`config.mk`:
```
export PLATFORM = sky130hd
export DESIGN_NAME = step_sequencer
export DESIGN_NICKNAME = d
export VERILOG_FILES = /design/src/nbody_pkg.sv /design/src/step_sequencer.sv
export SDC_FILE = /design/constraint.sdc
export NUM_CORES = 1
export LEC_CHECK = 0
export ABC_AREA = 0
export CORE_MARGIN = 8
export CORE_UTILIZATION = 45
export CTS_BUF_LIST = sky130_fd_sc_hd__clkbuf_2 sky130_fd_sc_hd__clkbuf_4 sky130_fd_sc_hd__clkbuf_8
export CTS_CLUSTER_SIZE = 16
export DETAILED_ROUTE_END_ITERATION = 12
export DONT_BUFFER_PORTS = 1
export GPL_ROUTABILITY_DRIVEN = 1
export HOLD_SLACK_MARGIN = 0.05
export MAX_ROUTING_LAYER = met4
export PLACE_DENSITY = 0.62
export SYNTH_ARGS = -nofsm -noshare
export SYNTH_HDL_FRONTEND = slang
export SYNTH_SLANG_ARGS = --single-unit
```
`constraint.sdc`:
```
create_clock -name clk -period 5.1 [get_ports clk]
set_input_delay 0.765 -clock clk [delete_from_list [all_inputs] [get_ports clk]]
set_output_delay 0.765 -clock clk [all_outputs]
set_load 0.05 [all_outputs]
```
`src/nbody_pkg.sv`:
```
// Shared widths, vector types, bus region codes, bus structs
// and the run sequencer state type
package nbody_pkg;

    // Bus and datapath widths
    localparam int EXT_W    = 32;
    localparam int DATA_W   = 64;
    localparam int ADDR_W   = 16;
    localparam int BODY_W   = 9;
    localparam int REGION_W = 7;

    typedef logic [EXT_W-1:0]    ext_word_t;
    typedef logic [DATA_W-1:0]   word_t;
    typedef logic [BODY_W-1:0]   body_idx_t;
    typedef logic [REGION_W-1:0] region_t;

    // Control registers
    localparam region_t REG_GO       = 7'h00;
    localparam region_t REG_N_BODIES = 7'h02;
    localparam region_t REG_GAP      = 7'h03;

    // Memory write windows, LO half first then HI half
    localparam region_t X_LO  = 7'h04;
    localparam region_t X_HI  = 7'h05;
    localparam region_t Y_LO  = 7'h06;
    localparam region_t Y_HI  = 7'h07;
    localparam region_t VX_LO = 7'h0A;
    localparam region_t VX_HI = 7'h0B;
    localparam region_t VY_LO = 7'h0C;
    localparam region_t VY_HI = 7'h0D;

    // Read-back windows
    localparam region_t RD_DONE = 7'h40;
    localparam region_t RD_X_LO = 7'h41;
    localparam region_t RD_X_HI = 7'h42;
    localparam region_t RD_Y_LO = 7'h43;
    localparam region_t RD_Y_HI = 7'h44;

    // Software write into one axis lane
    typedef struct packed {
        logic      pos_we;
        logic      vel_we;
        body_idx_t body;
        word_t     data;
    } lane_wr_t;

    // One body handed to the lanes for update
    typedef struct packed {
        logic      valid;
        body_idx_t body;
    } step_issue_t;

    typedef enum logic [1:0] {
        IDLE  = 2'd0,
        ISSUE = 2'd1,
        DRAIN = 2'd2
    } seq_state_e;

endpackage

```
`src/step_sequencer.sv`:
```
// Run control FSM: body issue counter, drain wait after each step,
// step counter and the busy and done flags
module step_sequencer #(
    parameter int ADD_LATENCY = 4
) (
    input  logic                   clk,
    input  logic                   rst,
    input  logic                   start_i,
    input  nbody_pkg::body_idx_t   n_bodies_i,
    input  nbody_pkg::body_idx_t   gap_i,
    output nbody_pkg::step_issue_t issue_o,
    output logic                   busy_o,
    output logic                   done_o
);

    localparam int DRAIN_W = $clog2(ADD_LATENCY + 2);

    nbody_pkg::seq_state_e state_q;
    nbody_pkg::body_idx_t  body_cnt_q;
    nbody_pkg::body_idx_t  step_cnt_q;
    logic [DRAIN_W-1:0]    drain_cnt_q;
    logic                  done_q;

    nbody_pkg::body_idx_t  last_body;
    nbody_pkg::body_idx_t  last_step;
    logic                  drain_end;

    assign last_body = n_bodies_i - 1'b1;

    // Gap of zero still runs one step
    assign last_step = (gap_i == '0) ? '0 : gap_i - 1'b1;

    // Drain covers the adder depth plus the RAM read cycle
    assign drain_end = (drain_cnt_q == DRAIN_W'(ADD_LATENCY));

    always_ff @(posedge clk or posedge rst) begin
        if (rst) begin
            state_q     <= nbody_pkg::IDLE;
            body_cnt_q  <= '0;
            step_cnt_q  <= '0;
            drain_cnt_q <= '0;
            done_q      <= 1'b0;
        end else begin
            case (state_q)
                nbody_pkg::IDLE: begin
                    if (start_i) begin
                        body_cnt_q  <= '0;
                        step_cnt_q  <= '0;
                        drain_cnt_q <= '0;
                        if (n_bodies_i == '0) begin
                            // Nothing to move
                            done_q <= 1'b1;
                        end else begin
                            done_q  <= 1'b0;
                            state_q <= nbody_pkg::ISSUE;
                        end
                    end
                end

                nbody_pkg::ISSUE: begin
                    if (body_cnt_q == last_body) begin
                        drain_cnt_q <= '0;
                        state_q     <= nbody_pkg::DRAIN;
                    end else begin
                        body_cnt_q <= body_cnt_q + 1'b1;
                    end
                end

                nbody_pkg::DRAIN: begin
                    if (!drain_end) begin
                        drain_cnt_q <= drain_cnt_q + 1'b1;
                    end else if (step_cnt_q == last_step) begin
                        done_q  <= 1'b1;
                        state_q <= nbody_pkg::IDLE;
                    end else begin
                        step_cnt_q <= step_cnt_q + 1'b1;
                        body_cnt_q <= '0;
                        state_q    <= nbody_pkg::ISSUE;
                    end
                end

                default: state_q <= nbody_pkg::IDLE;
            endcase
        end
    end

    assign issue_o.valid = (state_q == nbody_pkg::ISSUE);
    assign issue_o.body  = body_cnt_q;
    assign busy_o        = (state_q != nbody_pkg::IDLE);
    assign done_o        = done_q;

endmodule

```
## Word-level counts from Yosys, hierarchy flattened

Index checks and enable logic that the tools add are counted.
Widths: inputs -> output; s select.

| word-level totals | value |
|---|---|
| register bits after elaboration | 24 |
| latch bits | 0 |
| bits in writable memories | 0 |
| memory bits (read-only) | 0 |
| input bits | 21 |
| output and inout port bits | 12 |
| logic and storage cells | 58 |
| memories | 0 |

| cells by class | value |
|---|---|
| add/sub/neg operators | 5 |
| $mul | 0 |
| divide/modulo/power cells | 0 |
| $lt $le $gt $ge | 0 |
| equal/unequal tests | 13 |
| shift-type cells | 0 |
| multiplexer cells | 24 |
| bitwise gates (word level) | 0 |
| reduce and logical (&&, ||, !) cells | 11 |

Operators by type and width:

| operator | number |
|---|---|
| $mux 9 | 7 |
| $pmux 9 s3 | 1 |
| $add 9x1->9 const B | 2 |
| $eq 9x9->1 | 2 |
| $logic_not 9->1 | 2 |
| $pmux 9 s2 | 1 |
| $sub 9x1->9 const B | 2 |
| $reduce_and 4->1 | 4 |
| $ne 2x2->1 const B | 7 |
| $mux 3 | 3 |
| $pmux 3 s3 | 1 |
| $mux 2 | 4 |
| $pmux 2 s3 | 1 |
| $mux 1 | 5 |
| $reduce_and 5->1 | 1 |
| $reduce_bool 2->1 | 2 |
| $add 3x1->3 const B | 1 |
| $eq 3x3->1 const B | 1 |
| $reduce_bool 3->1 | 1 |
| $eq 2x1->1 const B | 1 |
| $eq 2x2->1 const B | 1 |
| $logic_not 2->1 | 1 |
| $ne 2x1->1 const B | 1 |
| $pmux 1 s2 | 1 |

## Longest topological paths before layout

| depth | value |
|---|---|
| word-level depth | 6 |
| gate-level depth with buffers | 10 |
| depth with buffers taken out | 9 |

## Worst setup path before layout

No wires, ideal clock.

| path | value |
|---|---|
| path kind | input to register |
| from | input gap_i[0] |
| to | register body_cnt_q[2] |
| setup time | 0.087 ns |
| arrival | 3.123 ns |
| data required time | 5.013 ns |
| setup slack | 1.891 ns |
| stages on the path | 9 |
| path buffers | 0 |
| cells stage by stage | inv_1 -> ha_1 -> or4b_4 -> or4_4 -> a21boi_2 -> o22ai_1 -> a2111oi_4 -> o22ai_4 -> o211ai_1 |

| between the ends | value |
|---|---|
| longest elaborated chain between the ends | 5 |
| elaborated cells between the ends (all ways) | 6 |
| those cells by class | add/sub: 1; eq/ne: 2; mux: 1; reduce/logical: 2 |

RTL lines:

| item | RTL line | text |
|---|---|---|
| start, declared | step_sequencer.sv:10 | `input nbody_pkg::body_idx_t gap_i,` |
| $sub 9x1->9 or $logic_not 9->1 (tied branches) | step_sequencer.sv:31 | `assign last_step = (gap_i == '0) ? '0 : gap_i - 1'b1;` |
| $mux 9 * | step_sequencer.sv:31 |  |
| $eq 9x9->1 * | step_sequencer.sv:72 | `end else if (step_cnt_q == last_step) begin` |
| $ne 2x2->1 (no line) * | - |  |
| $reduce_and 5->1 (no line) * | - |  |
| end signal, assigned | step_sequencer.sv:65 | `body_cnt_q <= body_cnt_q + 1'b1;` |
| end, declared | step_sequencer.sv:19 | `nbody_pkg::body_idx_t body_cnt_q;` |

Every way passes the cells marked *; elsewhere a longest branch is shown, timed or not.
A chain may end at the register's enable or synchronous reset.

## Worst setup path in the final report

Same ends and word-level chain as after synthesis.

==> summary.md <==
| Metric | Value |
|---|---|
| Status | completed |
| Initial DRC count | 101 |
| Tmin final | 3.204 ns |
| Top cells by area, synth | dfrtp_1, mux2i_1, xnor2_1 |
| Peak supply drop | 210.3 uV |
| FF+latch count, synth | 24 |
| Placer's final routability congestion estimate | 0.7906 |
| Final Hold Viols | 0 |
| Final WL | 4646 um |
| Highest Clock Rate | 312.1 MHz |
| Critical Path AT | 3.40 ns |
| Final setup violation count | 0 |
| Tcrit/Tclk final | 62.83% |
| Number of max-slew violations in the final report | 0 |
| Final net count | 272 |
| Root buffer cell | clkbuf_8 |
| Pre-CTS setup slack | 1.591 ns |
| Cts bufs inserted | 3 |
| Cts repair resizes | 0 |
| Syn Area/Cell | 8.239 um^2 |
| Number of distinct library cells after synthesis | 53 |
| Via count | 1,779 |
| Crit-path max cell delay | 0.65 ns |
| HPWL Detailed | 3588 um |
| Final Power | 0.0009378 W |
| Slew @ Worst Pin | 0.9550 ns |
| Cell Area, Synth | 2043 um^2 |
| DRC errors left | 0 |
| Worst Path Buf+Inv | 1 |
| Slowest-stage cell, CP | a2111oi_4 |
| Sequential fraction of the synthesis area | 29.39% |
| Synthesized instance count | 248 |
| Async S/R FF share, synth | 100.0% |
| Worst Hold Class | reg -> reg |
| CTS Hold Buffers Added | 0 |
| Kind of critical path | in -> reg |
| Post-synth EDFFs | 0 |
| Worst setup SP type | input pin |
| Total grt overflow | 0 |
| Leak | 0.8596 nW |
| Area grow syn2layout | 5.205% |
| Share of the synthesized area in the top cell type | 29.39% |
| Pwr/cell area | 436.3 nW/um^2 |
| Slew HR | 36.26% |
| I/O Buffers | 0 |
| Max-cap violations | 0 |
| Top_reg_cell synth | dfrtp_1 |
| Worst path cell trace | inv_1 > ha_1 > or4b_4 > or4_4 > a21boi_2 > o22ai_1 > a2111oi_4 > o22ai_4 > o211ai_1 |
| Delay-heaviest family, CP | compound AO/OA/AOI/OAI gates |
| Worst-path clk slew | 0.09 ns |
| Wire per inst | 15.70 um |
| Largest net degree at the start of global routing | 25 |
| Die ar. | 6952 um^2 |
| CTS sink count | 24 |
| Area of the core | 4354 um^2 |
| Synthesis warning total | 0 |
| GRT Util Overall | 14.24% |
| Vias in the first global route | 1,712 |
| Clock Latency Late Sink | 0.27 ns |
| Final worst slack | 1.896 ns |
| Starting density of the core | 46.93% |
| H-tree levels | 1 |
| Die W | 83.38 um |
| Critical Path RT | 5.30 ns |
| Die Y | 83.38 um |
| CTS Buffer Depth | 2 |
| Ratio of cells with drive above 1 in the final layout | 6.557% |
| RSZ-0062 raised after global routing | false |
| Setup TNS Final | 0 ns |
| CP endpoint kind | flip-flop |
| # diodes | 0 |
| Worst Path Max Fanout | 10 |
| First-pass GRT wire length | 8369 um |
| CTS tree | built |
| Syn nets | 275 |
| Via/cell ratio | 6.010 |
| Setup Skew | 0.005106 ns |
| Area leader, netlist | dfrtp_1 |
| Postcts setup bufs | 0 |
| Row count | 24 |
| Number of top-level pins | 33 |
| Antenna violations before repair | 0 |
| ANT nets after route | 0 |
| Detailed Routing Iterations Pass 1 | 4 |
cell usage in the layout (no fill, tap or decap), types with 3 or more instances in the layout:
cell type	count
nand2b_1	8
o211ai_1	6
xnor2_1	10
mux2i_1	11
dfrtp_1	24
a21oi_1	11
nor2_1	14
inv_1	21
nand4_1	8
nor3_1	7
o22ai_1	3
nand2_1	22
nand3_1	14
xor2_1	6
or3_1	8
or2_2	3
clkbuf_8	3
ha_1	6
and3_1	4
o21ai_0	13
Yosys cell counts, drive strengths merged, types with 4 or more instances:
| cell type | count |
|---|---|
| a21boi | 4 |
| a21oi | 11 |
| and3 | 4 |
| clkbuf | 8 |
| dfrtp | 24 |
| ha | 6 |
| inv | 21 |
| mux2i | 11 |
| nand2 | 22 |
| nand2b | 8 |
| nand3 | 14 |
| nand4 | 8 |
| nor2 | 14 |
| nor3 | 7 |
| o211ai | 8 |
| o21ai | 13 |
| o22ai | 4 |
| or3 | 8 |
| xnor2 | 10 |
| xor2 | 6 |
layout make-up:
| class | instances | area [um^2] |
|---|---|---|
| fill | 411 | 2205 |
| multi-input combinational | 194 | 1330 |
| sequential | 24 | 600.6 |
| inverter | 22 | 82.58 |
| tap | 52 | 65.06 |
| clock buffer | 3 | 41.29 |
| clock inverter | 1 | 30.03 |
routing by layer:
layer / global-route usage (%) / routed length (um)
met4: 4.633 / 54
met1: 19.14 / 2324
met3: 3.711 / 325
met2: 20.08 / 1942
met5: - / 0
stage by stage:
| stage | utilization (%) | instances | instance area [um^2] | hold WS, ns |
|---|---|---|---|---|
| floorplan | - | 248 | 2043 | 0.5168 |
| global placement | 47.73 | 292 | 2078 | 0.5319 |
| detailed placement | 47.73 | 292 | 2078 | 0.5335 |
| CTS | 49.37 | 296 | 2150 | 0.5477 |
| global route | 49.37 | 296 | 2150 | 0.5888 |
| finish | 49.37 | 296 | 2150 | 0.5479 |
flip-flops by register name (all words and copies together) (netlist names):
signal and cells:
done_o 1, drain_cnt_q 3, body_cnt_q 9, step_cnt_q 9, state_q 2
tightest hold or removal path: stages, from the launching register on:
cell and delay (ns):
dfrtp_1 0.40, nand2_1 0.06, mux2i_1 0.05
path summary, 6_finish.rpt:
kind / start / to / slack (ns) / cells past startpoint
worst max register to register: body_cnt_q[7] / body_cnt_q[8] / 2.50 / 7
min in group asynchronous: rst / done_o / 0.59 / 1
worst max-delay path: gap_i[0] / body_cnt_q[2] / 1.90 / 9
worst min-delay path: step_cnt_q[7] / step_cnt_q[7] / 0.55 / 2
max in group asynchronous: rst / step_cnt_q[8] / 3.93 / 1
worst min register to register: step_cnt_q[7] / step_cnt_q[7] / 0.55 / 2
kinds of logic after synthesis:
family | after synthesis | share of synthesized area [%]
adder cells (fa/ha/maj) | 6 | 3.674
XOR/XNOR | 17 | 7.961
AO/OA/AOI/OAI | 56 | 20.21
flip-flops | 24 | 29.39
buffers and inverters | 30 | 5.511
AND/OR/NAND/NOR | 104 | 27.86
multiplexers | 11 | 5.389
power breakdown:
group          switching (W)  internal, W  total, W
sequential          0.000236     0.000247  0.000483
clock              0.0000660     0.000105  0.000171
combinational       0.000148     0.000135  0.000284
(Power assumes the default switching activity.)
