[src/nbody_pkg.sv]
// Shared widths, vector types, bus region codes, bus structs
// and the run sequencer state type
package nbody_pkg;

    // Bus and datapath widths
    localparam int EXT_W    = 32;
    localparam int DATA_W   = 64;
    localparam int ADDR_W   = 16;
    localparam int BODY_W   = 9;
    localparam int REGION_W = 7;

    typedef logic [EXT_W-1:0]    ext_word_t;
    typedef logic [DATA_W-1:0]   word_t;
    typedef logic [BODY_W-1:0]   body_idx_t;
    typedef logic [REGION_W-1:0] region_t;

    // Control registers
    localparam region_t REG_GO       = 7'h00;
    localparam region_t REG_N_BODIES = 7'h02;
    localparam region_t REG_GAP      = 7'h03;

    // Memory write windows, LO half first then HI half
    localparam region_t X_LO  = 7'h04;
    localparam region_t X_HI  = 7'h05;
    localparam region_t Y_LO  = 7'h06;
    localparam region_t Y_HI  = 7'h07;
    localparam region_t VX_LO = 7'h0A;
    localparam region_t VX_HI = 7'h0B;
    localparam region_t VY_LO = 7'h0C;
    localparam region_t VY_HI = 7'h0D;

    // Read-back windows
    localparam region_t RD_DONE = 7'h40;
    localparam region_t RD_X_LO = 7'h41;
    localparam region_t RD_X_HI = 7'h42;
    localparam region_t RD_Y_LO = 7'h43;
    localparam region_t RD_Y_HI = 7'h44;

    // Software write into one axis lane
    typedef struct packed {
        logic      pos_we;
        logic      vel_we;
        body_idx_t body;
        word_t     data;
    } lane_wr_t;

    // One body handed to the lanes for update
    typedef struct packed {
        logic      valid;
        body_idx_t body;
    } step_issue_t;

    typedef enum logic [1:0] {
        IDLE  = 2'd0,
        ISSUE = 2'd1,
        DRAIN = 2'd2
    } seq_state_e;

endpackage

[src/bus_regs.sv]
// Bus decode, N_BODIES and GAP registers, lower-half latch,
// lane write requests and the one-cycle read port
module bus_regs (
    input  logic                            clk,
    input  logic                            rst,
    input  nbody_pkg::ext_word_t            writedata_i,
    input  logic [nbody_pkg::ADDR_W-1:0]    addr_i,
    input  logic                            read_i,
    input  logic                            write_i,
    input  logic                            chipselect_i,
    input  logic                            busy_i,
    input  logic                            done_i,
    input  nbody_pkg::word_t                x_pos_i,
    input  nbody_pkg::word_t                y_pos_i,
    output nbody_pkg::ext_word_t            readdata_o,
    output nbody_pkg::lane_wr_t             x_wr_o,
    output nbody_pkg::lane_wr_t             y_wr_o,
    output nbody_pkg::body_idx_t            rd_body_o,
    output logic                            start_o,
    output nbody_pkg::body_idx_t            n_bodies_o,
    output nbody_pkg::body_idx_t            gap_o
);

    localparam int EXT_W  = nbody_pkg::EXT_W;
    localparam int DATA_W = nbody_pkg::DATA_W;
    localparam int BODY_W = nbody_pkg::BODY_W;

    nbody_pkg::region_t   region;
    nbody_pkg::body_idx_t body;
    logic                 wr_en;
    logic                 sw_wr;
    logic                 lo_hit;
    nbody_pkg::ext_word_t lo_q;
    nbody_pkg::word_t     wr_word;
    nbody_pkg::body_idx_t n_bodies_q;
    nbody_pkg::body_idx_t gap_q;
    logic                 rd_pend_q;
    nbody_pkg::region_t   rd_region_q;

    assign region = addr_i[nbody_pkg::ADDR_W-1:BODY_W];
    assign body   = addr_i[BODY_W-1:0];
    assign wr_en  = chipselect_i & write_i;

    // Writes allowed only between runs
    assign sw_wr   = wr_en & ~busy_i;
    assign lo_hit  = (region == nbody_pkg::X_LO)  || (region == nbody_pkg::Y_LO) ||
                     (region == nbody_pkg::VX_LO) || (region == nbody_pkg::VY_LO);
    assign wr_word = {writedata_i, lo_q};

    always_ff @(posedge clk or posedge rst) begin
        if (rst) begin
            n_bodies_q <= '0;
            gap_q      <= '0;
        end else if (sw_wr) begin
            if (region == nbody_pkg::REG_N_BODIES) begin
                n_bodies_q <= writedata_i[BODY_W-1:0];
            end
            if (region == nbody_pkg::REG_GAP) begin
                gap_q <= writedata_i[BODY_W-1:0];
            end
        end
    end

    // Lower half waits here for its HI write
    always_ff @(posedge clk or posedge rst) begin
        if (rst) begin
            lo_q <= '0;
        end else if (sw_wr && lo_hit) begin
            lo_q <= writedata_i;
        end
    end

    always_comb begin
        x_wr_o.pos_we = sw_wr && (region == nbody_pkg::X_HI);
        x_wr_o.vel_we = sw_wr && (region == nbody_pkg::VX_HI);
        x_wr_o.body   = body;
        x_wr_o.data   = wr_word;
        y_wr_o.pos_we = sw_wr && (region == nbody_pkg::Y_HI);
        y_wr_o.vel_we = sw_wr && (region == nbody_pkg::VY_HI);
        y_wr_o.body   = body;
        y_wr_o.data   = wr_word;
    end

    assign start_o    = sw_wr && (region == nbody_pkg::REG_GO) && writedata_i[0];
    assign n_bodies_o = n_bodies_q;
    assign gap_o      = gap_q;

    // Both lanes look up the addressed body, answer comes next cycle
    assign rd_body_o = body;

    always_ff @(posedge clk or posedge rst) begin
        if (rst) begin
            rd_pend_q   <= 1'b0;
            rd_region_q <= '0;
        end else begin
            rd_pend_q   <= chipselect_i & read_i;
            rd_region_q <= region;
        end
    end

    always_comb begin
        readdata_o = '0;
        if (rd_pend_q) begin
            case (rd_region_q)
                nbody_pkg::RD_DONE: readdata_o = {{(EXT_W-1){1'b0}}, done_i};
                nbody_pkg::RD_X_LO: readdata_o = x_pos_i[EXT_W-1:0];
                nbody_pkg::RD_X_HI: readdata_o = x_pos_i[DATA_W-1:EXT_W];
                nbody_pkg::RD_Y_LO: readdata_o = y_pos_i[EXT_W-1:0];
                nbody_pkg::RD_Y_HI: readdata_o = y_pos_i[DATA_W-1:EXT_W];
                default:            readdata_o = '1;
            endcase
        end
    end

endmodule

[config.mk]
export PLATFORM = sky130hd
export DESIGN_NAME = bus_regs
export DESIGN_NICKNAME = d
export VERILOG_FILES = /design/src/nbody_pkg.sv /design/src/bus_regs.sv
export SDC_FILE = /design/constraint.sdc
export NUM_CORES = 1
export LEC_CHECK = 0
export BUFFER_PORTS_ARGS = -buffer_cell sky130_fd_sc_hd__buf_2
export CORE_AREA = 3 3 154 156
export CTS_CLUSTER_SIZE = 14
export DETAILED_ROUTE_END_ITERATION = 12
export DIE_AREA = 0 0 157 159
export GPL_ROUTABILITY_DRIVEN = 0
export GPL_TIMING_DRIVEN = 0
export HOLD_SLACK_MARGIN = 0.12
export PLACE_DENSITY_LB_ADDON = 0.12
export SLEW_MARGIN = 25
export SYNTH_ARGS = -nofsm -noshare
export SYNTH_HDL_FRONTEND = slang
export SYNTH_SLANG_ARGS = --single-unit
[constraint.sdc]
create_clock -name clk -period 1.6 [get_ports clk]
set_input_delay 0.16 -clock clk [delete_from_list [all_inputs] [get_ports clk]]
set_output_delay 0.16 -clock clk [all_outputs]
set_load 0.01 [all_outputs]
# Word-level counts from Yosys, hierarchy flattened
# Cells that the tools add are included.
op_classes:
  n_reduce_logical: 13
  mux: 2
  n_bitwise: 4
  eq_ne: 15
op_table:
  columns: ["cell", "n"]
  rows:
  - ["$pmux W32 S5", 1]
  - ["$eq A7 B7 Y1 const B", 5]
  - ["$mux W32", 1]
  - ["$eq A7 B3 Y1 const B", 4]
  - ["$eq A7 B4 Y1 const B", 4]
  - ["$eq A7 B2 Y1 const B", 2]
  - ["$logic_and A1 B1 Y1", 7]
  - ["$logic_not A7 Y1", 1]
  - ["$reduce_and A2 Y1", 2]
  - ["$and A1 B1 Y1", 3]
  - ["$logic_or A1 B1 Y1", 3]
  - ["$not A1 Y1", 1]
totals:
  wordCells: 39
  output_inout_bits: 210
  regBits: 58

# Depth between registers and ports, before layout
logic_depth:
  ltp_word: 5
  ltp_mapped: 6

# Worst setup path after synthesis
# Ideal clock, no wire load.
synth_path:
  path_type: "input to register"
  from: "input port addr_i[14] (netlist bit)"
  to: "register n_bodies_q[0], in the netlist n_bodies_o[0]"
  arrival_time_ns: 1.696
  path_stages: 5
  setup_ns: 0.125
  slack_ns: -0.221
  cell_sequence: "nand4bb_1 > or4_1 > buf_2 > nor4b_4 > mux2_2"
synth_between:
  elab_chain_cells: 2
synth_rtl:
  columns: ["item", "line", "rtl"]
  rows:
  - ["from (decl)", "bus_regs.sv:7", "input logic [nbody_pkg::ADDR_W-1:0] addr_i,"]
  - ["$eq A7 B2 Y1", "bus_regs.sv:55", "if (region == nbody_pkg::REG_N_BODIES) begin"]
  - ["$reduce_and A2 Y1 (no source line)", null, null]
  - ["to (signal assigned)", "bus_regs.sv:56", "n_bodies_q <= writedata_i[BODY_W-1:0];"]
  - ["to (decl)", "bus_regs.sv:35", "nbody_pkg::body_idx_t n_bodies_q;"]
# Every way passes these cells.
# A chain may end at the register's enable or synchronous reset.

# Worst setup path after layout
layout_path:
  from: "register rd_region_q[3]"
  to: "output port readdata_o[18]"
layout_between:
  elab_chain_cells: 3
  elab_cells_between_ends: 7
layout_rtl:
  columns: ["item", "line", "rtl"]
  rows:
  - ["from (decl)", "bus_regs.sv:38", "nbody_pkg::region_t rd_region_q;"]
  - ["from (signal assigned)", "bus_regs.sv:97", "rd_region_q <= region;"]
  - ["$eq A7 B7 Y1", "bus_regs.sv:104", "case (rd_region_q)"]
  - ["$pmux W32 S5 (*)", "bus_regs.sv:104", null]
  - ["$mux W32 (*)", "bus_regs.sv:103", "if (rd_pend_q) begin"]
  - ["to (decl)", "bus_regs.sv:15", "output nbody_pkg::ext_word_t readdata_o,"]
# Every way passes the cells marked *; elsewhere a longest branch is shown, timed or not.

==> impl_metrics.json <==
{
  "multi_input_area_um2": 2260,
  "synth_nets": 667,
  "h-tree-depth": 3,
  "fillers": 2378,
  "dieArea_um2": 25000,
  "root_buffer": "clkbuf_16",
  "grt_pass1_vias": 5076,
  "finalNonFillerCells": 1216,
  "tightest_slew_ns": 0.469,
  "totalWireLength_mm": 19.9,
  "synth_edf_count": 0,
  "firstDrtPassIters": 6,
  "io_pins": 393,
  "vdd_drop_max_v": 0.000489,
  "grt_pass1_wl_mm": 29.2,
  "synth-seq-cells": 58,
  "hold_path.class": "in -> reg",
  "p_leak_nw": 4.46,
  "area_growth_pct": 79.8,
  "slew_headroom_pct": 68.8,
  "via_per_inst": 4.14,
  "rsz0062_at_grt": "yes",
  "synthCells": 484,
  "cap_violations": 0,
  "cts_made_buffers": 9,
  "p_per_area_nw_per_um2": 638,
  "synth_commonest_cells": "123 x buf_4, 62 x o21ai_0, 58 x dfrtp_1",
  "yosysMostFrequentCell": "buf_4",
  "max_clock_freq_mhz": 520,
  "insertion_delay_ns": 0.32,
  "vias": 5039,
  "min_period_ns": 1.92,
  "final_antenna_net_count": 0,
  "async_flop_share_pct": 100,
  "slew_violations": 0,
  "avgRoutedWirePerCell_um": 16.4,
  "status": "finished with violations",
  "regArea_um2": 1450,
  "io_buffers": 383,
  "post-place-cells": 1153,
  "drtIter0Drc": 113,
  "cp-start-kind": "flip-flop",
  "yosysWarnings": 0,
  "setup.worst_path.end_class": "primary output",
  "synth_area_per_cell_um2": 9.45,
  "synthTopCellsByArea": "dfrtp_1 32%, buf_4 20%, mux2_2 12%, mux2i_1 7.0%, o21ai_0 6.8%",
  "initial_core_util_pct": 20.3,
  "fin_total_pwr_w": 0.00525,
  "cts_buffer_depth": 2,
  "ys_seq_area_share_pct": 31.7,
  "synth-main-ff-cell": "dfrtp_1",
  "fin_skew_ns": 0,
  "post-place-ws_ns": -0.737,
  "grt_use_total_pct": 14.9,
  "path_max_fanout": 10,
  "drc": 0,
  "die_height_um": 159,
  "critical_path_required_ns": 1.44,
  "yosysTopAreaCellShare_pct": 31.7,
  "grt_max_degree": 51,
  "worst_ep_arrival_time_ns": 1.76,
  "synth_top_area_cell": "dfrtp_1",
  "setup_viol": 32,
  "clk_pin_slew_worst_paths_ns": 0.05,
  "fin_ws_ns": -0.322,
  "tritoncts": "built",
  "die_x_um": 157,
  "fin_crit_sh_pct": 120,
  "cts_sinks": 58,
  "antenna_found_initial": 1,
  "grt_overflow_total": 0,
  "finalNetCount": 1109,
  "synth_area_um2": 4570,
  "hpwl_mm": 15.8,
  "path_class": "reg -> out",
  "fp.coreArea_um2": 22500,
  "violations": "setup timing",
  "drive_gt1_share_pct": 70.4,
  "hold_viol": 0,
  "num_rows": 55,
  "synth_cell_type_count": 29
}
==> report_power, final <==
group	total, W	internal [W]	switching (W)	leakage (nW)
registers	0.00164	0.00157	0.0000773	0.778
clock network	0.00189	0.00123	0.000663	0.140
logic	0.00171	0.000956	0.000754	3.54
total	0.00525	0.00375	0.00149	4.46
==> registers in the layout (all words and copies together), names as in the netlist <==
register     cells
rd_pend_q        1
lo_q            32
n_bodies_o       9
rd_region_q      7
gap_o            9
==> through the flow <==
step	setup TNS (ns)	cell area [um^2]	utilization, %	hold WS (ns)
floorplan	-2.13	4600	-	0.191
global placement	-103.95	6870	30.5	0.282
detailed placement	-49.24	6900	30.7	0.0777
CTS	-11.87	8110	36.0	0.120
global route	-11.96	8220	36.5	0.129
finish	-8.86	8220	36.5	0.127
==> final timing paths <==
kind	from	endpoint	slack, ns	cells after the start
worst min register to register	gap_o[6]	gap_o[6]	0.50	1
max in group asynchronous	rst	rd_region_q[2]	0.81	4
worst max-delay path	rd_region_q[3]	readdata_o[18]	-0.32	6
min in group asynchronous	rst	lo_q[10]	0.29	3
worst min-delay path	writedata_i[30]	lo_q[30]	0.13	2
worst max register to register	lo_q[29]	lo_q[29]	0.80	1
==> timing repair <==
action | in CTS | in global routing
gates cloned | 3 | 1
endpoints found under the setup margin | 82 | 84
setup buffers | 13 | 2
hold buffers | 30 | 0
gates resized for setup | 121 | 55
pin swaps | 3 | 5
endpoints found under the hold margin | 86 | 0
==> placed cells by master, fill, tap and decap left out, drive strengths merged, types with 2 or more instances in the layout <==
master,synthesis,layout
dfrtp,58,58
nand2b,2,2
nand4bb,2,2
nand2,3,3
nor4b,2,2
mux2i,32,32
clkbuf,29,32
nor2b,31,31
nor3,3,3
o21ai,62,62
and2,32,32
mux2,50,50
o2111ai,31,31
clkinvlp,0,2
clkinv,0,2
inv,2,2
nor3b,2,2
dlygate4sd3,0,30
buf,131,539
nor2,3,3
==> cell type report <==
class,count,area share [%]
Multi-Input combinational cell,264,27.5
Antenna cell,1,0.0304
Inverter,2,0.122
Timing Repair Buffer,433,30.6
Clock inverter,5,0.670
Clock buffer,10,2.91
Sequential cell,58,17.7
Tap cell,285,4.34
Buffer,158,16.2
==> logic make-up (layout without fill, tap and decap cells) <==
family / count (synthesis) / after routing / share of synthesized area (%)
multiplexers: 82 / 82 / 19.3
XOR/XNOR: 1 / 1 / 0.192
other: 0 / 1 / 0
AO/OA/AOI/OAI: 97 / 97 / 13.3
buffers and inverters: 162 / 608 / 23.6
flip-flops: 58 / 58 / 31.7
AND/OR/NAND/NOR: 84 / 84 / 11.9
==> worst max-delay path: stages, from the launching register on <==
cell and delay (ns):
dfrtp_1 0.39, nor4b_4 0.28, buf_6 0.18, clkbuf_16 0.16, o2111ai_1 0.10, and2_1 0.19, buf_2 0.14
==> metal layers <==
layer  global-route usage [%]  wire length, um  vias up  part of all wire [%]
li1                         -                -     2455                     -
met1                     16.8             7640     2309                    38
met2                     27.4            10200      256                    51
met3                     3.53             1670       19                   8.4
met4                     4.42              379        0                   1.9
met5                        0                0        -                     0
Note: power is estimated with default switching activity, not from simulation.
